===== config.mk =====
export PLATFORM = sky130hd
export DESIGN_NAME = xc_top
export DESIGN_NICKNAME = d
export VERILOG_FILES = /design/src/hdl/uart_pkg.sv /design/src/hdl/xc_pkg.sv /design/src/hdl/uart_rx.sv /design/src/hdl/uart_tx.sv /design/src/hdl/xc_control.sv /design/src/hdl/xc_correlator.sv /design/src/hdl/xc_top.sv
export SDC_FILE = /design/constraint.sdc
export NUM_CORES = 1
export LEC_CHECK = 0
export BUFFER_PORTS_ARGS = -buffer_cell sky130_fd_sc_hd__buf_2
export CAP_MARGIN = 20
export CORE_MARGIN = 4
export CORE_UTILIZATION = 35
export CTS_CLUSTER_DIAMETER = 40
export DETAILED_ROUTE_END_ITERATION = 16
export PLACE_DENSITY = 0.48
export SKIP_LAST_GASP = 1
export SLEW_MARGIN = 25
export SYNTH_ARGS = -nofsm -noshare
export SYNTH_HDL_FRONTEND = slang
export SYNTH_SLANG_ARGS = --single-unit

===== constraint.sdc =====
create_clock -name clk -period 3.4 [get_ports clk]
set_clock_uncertainty 0.2 [all_clocks]
set_input_delay 0.17 -clock clk [delete_from_list [all_inputs] [get_ports clk]]
set_output_delay 0.17 -clock clk [all_outputs]
set_load 0.02 [all_outputs]

===== src/hdl/uart_pkg.sv =====
// serial link types and host command codes.
// used by the receiver, the control FSM and the top level.
`default_nettype none

package uart_pkg;

    // one byte on the wire.
    typedef logic [7:0] uart_byte_t;

    // host commands.
    localparam uart_byte_t CMD_START = 8'h01;
    localparam uart_byte_t CMD_STOP  = 8'h02;

    // received byte with its one cycle strobe.
    typedef struct packed {
        uart_byte_t data;
        logic       valid;
    } uart_rx_t;

endpackage

`default_nettype wire


===== src/hdl/xc_pkg.sv =====
// correlator types and constants shared by the correlator, control and top level.
// import inside a module body, or use scoped names in port lists.
`default_nettype none

package xc_pkg;

    // one correlation counter, saturating at all ones.
    typedef logic [15:0] xc_count_t;

    // upper bound on auto plus cross counters.
    // the counter select bus is sized from it.
    localparam int XC_PAIRS_MAX = 256;

    // host visible flags.
    typedef struct packed {
        logic integrating;
        logic report_busy;
    } xc_status_t;

    // control FSM states.
    typedef enum logic [1:0] {
        idle,
        integrate,
        load_byte,
        wait_tx
    } xc_state_e;

endpackage

`default_nettype wire


===== src/hdl/uart_rx.sv =====
// 8N1 serial receiver, one valid strobe per good byte.
`timescale 1ns/10ps
`default_nettype none

module uart_rx #(
    parameter int CLKS_PER_BIT = 16
) (
    input  logic               clk,
    input  logic               rst,
    input  logic               rx,
    output uart_pkg::uart_rx_t rx_out
);
    import uart_pkg::*;

    localparam int CW = $clog2(CLKS_PER_BIT);
    localparam logic [CW-1:0] FULL_BIT = CW'(CLKS_PER_BIT - 1);
    localparam logic [CW-1:0] HALF_BIT = CW'(CLKS_PER_BIT / 2 - 1);

    typedef enum logic [1:0] {
        rx_idle,
        rx_start,
        rx_data,
        rx_stop
    } rx_state_e;

    rx_state_e  state;
    logic       rx_meta;
    logic       rx_sync;
    logic [CW-1:0] tick_cnt;
    logic [2:0] bit_idx;
    logic       valid;
    uart_byte_t shift;

    // two flop synchronizer, line idles high.
    always_ff @(posedge clk) begin
        if (rst) begin
            rx_meta <= 1'b1;
            rx_sync <= 1'b1;
        end else begin
            rx_meta <= rx;
            rx_sync <= rx_meta;
        end
    end

    // ========================================
    // frame FSM, samples at mid bit.
    // ========================================
    always_ff @(posedge clk) begin
        if (rst) begin
            state    <= rx_idle;
            tick_cnt <= '0;
            bit_idx  <= '0;
            valid    <= 1'b0;
        end else begin
            valid <= 1'b0;
            case (state)
                rx_idle: begin
                    // falling edge, aim at middle of start bit.
                    if (!rx_sync) begin
                        tick_cnt <= HALF_BIT;
                        state    <= rx_start;
                    end
                end
                rx_start: begin
                    if (tick_cnt != '0) begin
                        tick_cnt <= tick_cnt - 1'b1;
                    end else if (!rx_sync) begin
                        tick_cnt <= FULL_BIT;
                        bit_idx  <= '0;
                        state    <= rx_data;
                    end else begin
                        // glitch, not a start bit.
                        state <= rx_idle;
                    end
                end
                rx_data: begin
                    if (tick_cnt != '0) begin
                        tick_cnt <= tick_cnt - 1'b1;
                    end else begin
                        tick_cnt <= FULL_BIT;
                        bit_idx  <= bit_idx + 1'b1;
                        if (bit_idx == 3'd7) begin
                            state <= rx_stop;
                        end
                    end
                end
                rx_stop: begin
                    if (tick_cnt != '0) begin
                        tick_cnt <= tick_cnt - 1'b1;
                    end else begin
                        // framing error drops the byte.
                        valid <= rx_sync;
                        state <= rx_idle;
                    end
                end
                default: state <= rx_idle;
            endcase
        end
    end

    // data shift, lsb arrives first.
    always_ff @(posedge clk) begin
        if (state == rx_data && tick_cnt == '0) begin
            shift <= {rx_sync, shift[7:1]};
        end
    end

    assign rx_out.data  = shift;
    assign rx_out.valid = valid;

endmodule

`default_nettype wire


===== src/hdl/uart_tx.sv =====
// 8N1 serial transmitter, one cycle load pulse, busy until the stop bit ends.
`timescale 1ns/10ps
`default_nettype none

module uart_tx #(
    parameter int CLKS_PER_BIT = 16
) (
    input  logic                 clk,
    input  logic                 rst,
    input  logic                 load,
    input  uart_pkg::uart_byte_t data,
    output logic                 tx,
    output logic                 busy
);
    localparam int CW = $clog2(CLKS_PER_BIT);
    localparam logic [CW-1:0] FULL_BIT = CW'(CLKS_PER_BIT - 1);

    logic [CW-1:0] tick_cnt;
    logic [3:0]    bits_left;
    logic [8:0]    shifter;
    logic          bit_end;

    // end of the current bit period.
    assign bit_end = busy && (tick_cnt == '0);

    always_ff @(posedge clk) begin
        if (rst) begin
            tx        <= 1'b1;
            busy      <= 1'b0;
            tick_cnt  <= '0;
            bits_left <= '0;
        end else if (!busy) begin
            tx <= 1'b1;
            if (load) begin
                // start bit goes out right away.
                tx        <= 1'b0;
                busy      <= 1'b1;
                tick_cnt  <= FULL_BIT;
                bits_left <= 4'd9;
            end
        end else if (bit_end) begin
            if (bits_left == '0) begin
                // stop bit done.
                busy <= 1'b0;
                tx   <= 1'b1;
            end else begin
                tx        <= shifter[0];
                tick_cnt  <= FULL_BIT;
                bits_left <= bits_left - 1'b1;
            end
        end else begin
            tick_cnt <= tick_cnt - 1'b1;
        end
    end

    // data bits then stop bit, lsb first.
    always_ff @(posedge clk) begin
        if (!busy && load) begin
            shifter <= {1'b1, data};
        end else if (bit_end && bits_left != '0) begin
            shifter <= {1'b1, shifter[8:1]};
        end
    end

endmodule

`default_nettype wire


===== src/hdl/xc_control.sv =====
// host command decoder, integration gate and report serializer.
// report is two bytes per counter, low byte first.
`timescale 1ns/10ps
`default_nettype none

module xc_control #(
    parameter int NUM_LINES = 4
) (
    input  logic                                   clk,
    input  logic                                   rst,
    input  uart_pkg::uart_rx_t                     rx_in,
    input  xc_pkg::xc_count_t                      count,
    input  logic                                   tx_busy,
    output logic                                   clear,
    output logic                                   accumulate,
    output logic [$clog2(xc_pkg::XC_PAIRS_MAX)-1:0] sel,
    output logic                                   tx_load,
    output uart_pkg::uart_byte_t                   tx_byte,
    output xc_pkg::xc_status_t                     status
);
    import uart_pkg::*;
    import xc_pkg::*;

    localparam int NUM_COUNTERS = NUM_LINES + NUM_LINES * (NUM_LINES - 1) / 2;
    localparam int SEL_W = $clog2(XC_PAIRS_MAX);
    localparam logic [SEL_W-1:0] LAST_SEL = SEL_W'(NUM_COUNTERS - 1);

    xc_state_e state;
    logic      high_half;
    logic      cmd_start;
    logic      cmd_stop;

    // command decode, other bytes fall through.
    assign cmd_start = rx_in.valid && (rx_in.data == CMD_START);
    assign cmd_stop  = rx_in.valid && (rx_in.data == CMD_STOP);

    // ========================================
    // control FSM.
    // ========================================
    always_ff @(posedge clk) begin
        if (rst) begin
            state     <= idle;
            clear     <= 1'b0;
            tx_load   <= 1'b0;
            sel       <= '0;
            high_half <= 1'b0;
        end else begin
            clear   <= 1'b0;
            tx_load <= 1'b0;
            case (state)
                idle, integrate: begin
                    if (cmd_start) begin
                        // restart from zero.
                        clear <= 1'b1;
                        state <= integrate;
                    end else if (cmd_stop) begin
                        sel       <= '0;
                        high_half <= 1'b0;
                        state     <= load_byte;
                    end
                end
                load_byte: begin
                    if (!tx_busy) begin
                        tx_load <= 1'b1;
                        state   <= wait_tx;
                    end
                end
                wait_tx: begin
                    // busy rises one cycle after the load.
                    if (!tx_load && !tx_busy) begin
                        if (!high_half) begin
                            high_half <= 1'b1;
                            state     <= load_byte;
                        end else if (sel == LAST_SEL) begin
                            state <= idle;
                        end else begin
                            sel       <= sel + 1'b1;
                            high_half <= 1'b0;
                            state     <= load_byte;
                        end
                    end
                end
                default: state <= idle;
            endcase
        end
    end

    // byte picked from the selected counter.
    always_ff @(posedge clk) begin
        if (state == load_byte && !tx_busy) begin
            tx_byte <= high_half ? count[15:8] : count[7:0];
        end
    end

    assign accumulate         = (state == integrate);
    assign status.integrating = (state == integrate);
    assign status.report_busy = (state == load_byte) || (state == wait_tx);

endmodule

`default_nettype wire


===== src/hdl/xc_correlator.sv =====
// lag zero auto and cross coincidence counters with a one counter readout mux.
`timescale 1ns/10ps
`default_nettype none

module xc_correlator #(
    parameter int NUM_LINES = 4
) (
    input  logic                                   clk,
    input  logic                                   rst,
    input  logic [NUM_LINES-1:0]                   line_in,
    input  logic                                   enable,
    input  logic                                   accumulate,
    input  logic                                   clear,
    input  logic [$clog2(xc_pkg::XC_PAIRS_MAX)-1:0] sel,
    output xc_pkg::xc_count_t                      count
);
    import xc_pkg::*;

    localparam int NUM_COUNTERS = NUM_LINES + NUM_LINES * (NUM_LINES - 1) / 2;
    localparam int SEL_W = $clog2(XC_PAIRS_MAX);

    logic [NUM_LINES-1:0]    line_meta;
    logic [NUM_LINES-1:0]    line_sync;
    logic                    enable_meta;
    logic                    enable_sync;
    logic                    sample;
    logic [NUM_COUNTERS-1:0] hit;
    xc_count_t               counter [NUM_COUNTERS];

    // two stage synchronizer, enable kept aligned with the lines.
    always_ff @(posedge clk) begin
        if (rst) begin
            line_meta   <= '0;
            line_sync   <= '0;
            enable_meta <= 1'b0;
            enable_sync <= 1'b0;
        end else begin
            line_meta   <= line_in;
            line_sync   <= line_meta;
            enable_meta <= enable;
            enable_sync <= enable_meta;
        end
    end

    // ========================================
    // coincidence map.
    // ========================================
    genvar i, j;
    generate
        // auto counters first.
        for (i = 0; i < NUM_LINES; i++) begin : g_auto
            assign hit[i] = line_sync[i];
        end
        // then pairs i < j in ascending order.
        for (i = 0; i < NUM_LINES - 1; i++) begin : g_row
            for (j = i + 1; j < NUM_LINES; j++) begin : g_col
                localparam int IDX = NUM_LINES + i * (2 * NUM_LINES - i - 1) / 2 + (j - i - 1);
                assign hit[IDX] = line_sync[i] & line_sync[j];
            end
        end
    endgenerate

    // gated sample.
    assign sample = enable_sync & accumulate;

    // saturating counters.
    always_ff @(posedge clk) begin
        if (rst || clear) begin
            for (int k = 0; k < NUM_COUNTERS; k++) begin
                counter[k] <= '0;
            end
        end else if (sample) begin
            for (int k = 0; k < NUM_COUNTERS; k++) begin
                if (hit[k] && counter[k] != '1) begin
                    counter[k] <= counter[k] + 1'b1;
                end
            end
        end
    end

    // readout mux, unused select codes read zero.
    always_comb begin
        count = '0;
        for (int k = 0; k < NUM_COUNTERS; k++) begin
            if (sel == SEL_W'(k)) begin
                count = counter[k];
            end
        end
    end

endmodule

`default_nettype wire


===== src/hdl/xc_top.sv =====
// correlator top level, serial host link around the counter datapath.
`timescale 1ns/10ps
`default_nettype none

module xc_top #(
    parameter int NUM_LINES     = 4,
    parameter int CLK_FREQUENCY = 50_000_000,
    parameter int BAUD_RATE     = 3_125_000
) (
    input  logic                  clk,
    input  logic                  rst,
    input  logic [NUM_LINES-1:0]  line_in,
    input  logic                  enable,
    input  logic                  rx,
    output logic                  tx,
    output xc_pkg::xc_status_t    status
);
    import uart_pkg::*;
    import xc_pkg::*;

    localparam int CLKS_PER_BIT = CLK_FREQUENCY / BAUD_RATE;

    uart_rx_t                        rx_data;
    xc_count_t                       count;
    logic                            clear;
    logic                            accumulate;
    logic [$clog2(XC_PAIRS_MAX)-1:0] sel;
    logic                            tx_load;
    logic                            tx_busy;
    uart_byte_t                      tx_byte;

    // ========================================
    // serial link.
    // ========================================
    uart_rx #(.CLKS_PER_BIT(CLKS_PER_BIT)) rx_i (
        .clk    (clk),
        .rst    (rst),
        .rx     (rx),
        .rx_out (rx_data)
    );

    uart_tx #(.CLKS_PER_BIT(CLKS_PER_BIT)) tx_i (
        .clk  (clk),
        .rst  (rst),
        .load (tx_load),
        .data (tx_byte),
        .tx   (tx),
        .busy (tx_busy)
    );

    // ========================================
    // counters and control.
    // ========================================
    xc_correlator #(.NUM_LINES(NUM_LINES)) corr_i (
        .clk        (clk),
        .rst        (rst),
        .line_in    (line_in),
        .enable     (enable),
        .accumulate (accumulate),
        .clear      (clear),
        .sel        (sel),
        .count      (count)
    );

    xc_control #(.NUM_LINES(NUM_LINES)) ctrl_i (
        .clk        (clk),
        .rst        (rst),
        .rx_in      (rx_data),
        .count      (count),
        .tx_busy    (tx_busy),
        .clear      (clear),
        .accumulate (accumulate),
        .sel        (sel),
        .tx_load    (tx_load),
        .tx_byte    (tx_byte),
        .status     (status)
    );

endmodule

`default_nettype wire


==> run summary <==
Via Count: 10110
Synth area leader: edfxtp_1
Syn-to-layout area delta: 16.76%
RSZ-0062 raised after global routing: false
Synth Net Count: 1394
Initial Utilization: 0.3560
Drt drc: 0
Vias in the first global route: 9770
CTS max path bufs: 3
Wirelength per Cell: 19.32 um
Post-synth top area share: 0.4219
IO Count: 11
Number of synthesized register bits: 229
Critical path class: register to register
Drt first pass iters: 5
Slew headroom: 0.3799
CTS Root Cell: clkbuf_16
CP dominant cell by count: a221oi_1
Slowest-stage cell, CP: or4_1
H-tree levels: 2
CTS tree: yes
Most frequent cells in the layout: 221 x nor2_1, 184 x edfxtp_1, 139 x nand2_1, 92 x xor2_1, 77 x nand3_1
Routability Congestion: 0.9282
Syn avg cell area: 9.636 um2
Main synth FF type: edfxtp_1
Die H: 201.4 um
Post-DRT Antenna Nets: 0
Slowest stage delay, CP: 0.48 ns
Startpoint types: register
Core outline area: 36790 um2
# setup viols final: 0
First-pass GRT wire length: 57260 um
Fmax: 332.3 MHz
Ant diodes: 0
Pwr per Cell Area: 532.8 nW/um2
Aggregate negative setup slack: 0 ns
Crit end category: register
Seq/Total Area, Yosys: 0.4907
Nets@finish: 1420
Worst Hold Class: input port to register
Async S/R FF share, synth: 0
Setup slack after layout: 0.3909 ns
Max Slew Vio Count: 0
Die width: 201.4 um
Worst endpoint data arrival time: 3.12 ns
Post-synthesis cell type count: 74
Post-Place Worst Slack: 0.4345 ns
Die area: 40570 um2
Synthesized cell area: 13100 um2
# clock sinks: 229
Status: finished, final reports clean
GRT Total Usage: 0.1777
Max cap viols: 0
Synthesized instance count: 1359
Worst-Margin Slew: 0.9267 ns
Synth Warn #: 0
Gr ovfl total: 0
Worst-path cell chain: ha_2, or2_2, a221oi_1, a221oi_1, a2bb2oi_1, nor4_1, or4_1
Largest net degree at the start of global routing: 42
Post-CTS Setup Inserts: 0
DP Wirelength: 25950 um
Standard-cell row count: 70
Endpoints failing hold: 0
Post-cts resize count: 0
Min Clock Period, post-route: 3.009 ns
Leakage: 5.169 nW
WL final: 36500 um
Via density per instance: 5.354
EDFF count, synth: 184
Initial drt markers: 884
Clock Latency Late Sink: 0.58 ns
Num CTS Buffers: 46
Fin crit share: 0.8850
Port-buffer cells: 10
Worst-path maximum fanout: 26
Antenna violations before repair: 2
Worst-path clk slew: 0.05 ns
CP Data Required Time: 3.51 ns
Peak VDD IR: 333.0 uV
Share of layout cells above drive strength 1: 0.1070
Most common library cell in the layout ignoring fill and taps: nor2_1
Top post-synthesis cells by area: edfxtp_1 42%, dfxtp_1 6.9%, nor2_1 6.3%
[cell families after synthesis]
group / Yosys count / share of synthesized area
compound gates: 217 / 0.1059
xor+xnor: 152 / 0.1017
fa+ha+maj: 27 / 0.02580
buf+inv: 100 / 0.03335
flops: 229 / 0.4907
simple gates: 634 / 0.2426
[what timing repair did]
item,in CTS,in global routing
hold endpoints to repair,24,0
setup endpoints to repair,0,0
hold buffers,11,0
[final timing paths]
path / start / end / slack [ns] / depth (start not counted)
worst max register to register: ctrl_i.sel[0]$_SDFFE_PP0P_ / ctrl_i.tx_byte[7]$_DFFE_PP_ / 0.39 / 7
worst min register to register: rx_i.rx_meta$_SDFF_PP1_ / rx_i.rx_sync$_SDFF_PP1_ / 0.21 / 1
worst max-delay path: ctrl_i.sel[0]$_SDFFE_PP0P_ / ctrl_i.tx_byte[7]$_DFFE_PP_ / 0.39 / 7
worst min-delay path: rx / rx_i.rx_meta$_SDFF_PP1_ / 0.14 / 3
[stage by stage]
step	utilization	instance area [um2]	hold slack (ns)	instances	power, W
2_1_floorplan	-	13100	0.07381	1359	0.003461
3_5_place_dp	0.3694	13590	0.1590	1794	0.003581
6_report	0.4156	15290	0.1350	1889	0.008146
5_1_grt	0.4156	15290	0.1284	1889	0.008468
4_1_cts	0.4156	15290	0.06915	1889	0.008265
3_3_place_gp	0.3694	13590	0.1553	1794	0.003580
[Yosys cell counts, drive strengths merged (7+ instances only)]
library cell and number:
nor2 242, edfxtp 184, nand2 140, xor2 92, nand3 79, a21oi 76, xnor2 60, dfxtp 45
o21ai 39, clkbuf 36, inv 36, and3 31, nand4 29, buf 28, ha 27, nor2b 22
nor3 16, o22ai 14, and4 11, nand2b 11, a22oi 10, nor4 10, a221oi 9, a31oi 9
o31ai 9, or2 8, a2bb2oi 7, and3b 7
[flip-flops by register name (all words and copies together) (netlist names), named ones only]
signal              cells
corr_i.enable_meta      1
ctrl_i.high_half        1
ctrl_i.sel              8
rx_i.state              1
tx_i.bits_left          4
rx_i.tick_cnt           4
ctrl_i.clear            1
rx_i.rx_sync            1
tx_i.shifter            8
tx_i.busy               1
rx_i.rx_meta            1
rx_i.shift              8
corr_i.enable_sync      1
ctrl_i.tx_load          1
corr_i.line_sync        4
corr_i.counter        160
ctrl_i.state            2
rx_i.bit_idx            3
ctrl_i.tx_byte          8
tx_i.tx                 1
tx_i.tick_cnt           4
corr_i.line_meta        4
rx_i.valid              1
[worst max-delay path, delay by kind of cell (launching register included)]
family,cells,cell delay (ns)
and+or+nand+nor,3,0.96
DFF,1,0.36
adders and majority gates,1,0.41
AOI/OAI and AO/OA,3,0.81
[where the power goes]
group	total, W	leakage [nW]	internal [W]	switching, W
combinational	0.000311	2.18	0.000127	0.000184
clock	0.00461	0.759	0.00302	0.00158
sequential	0.00323	2.23	0.00311	0.000119
total	0.00815	5.17	0.00626	0.00189
[layer usage]
| layer | GRT usage | up-vias | routed length (um) |
|---|---|---|---|
| met5 | 0 | - | 27 |
| met4 | 0.05908 | 4 | 1074 |
| met3 | 0.04174 | 70 | 2276 |
| met2 | 0.2674 | 265 | 16160 |
| met1 | 0.2530 | 4854 | 16960 |
| li1 | - | 4920 | - |
[cell type report]
cell class	instances	area, um2
Clock buffer	54	1212
Clock inverter	30	376.6
Fill cell	3599	21500
Inverter	36	135.1
Multi-Input combinational cell	1030	6236
Sequential cell	229	6426
Tap cell	468	585.6
Timing Repair Buffer	42	317.8
No activity file was read; power rests on OpenSTA's default activity.
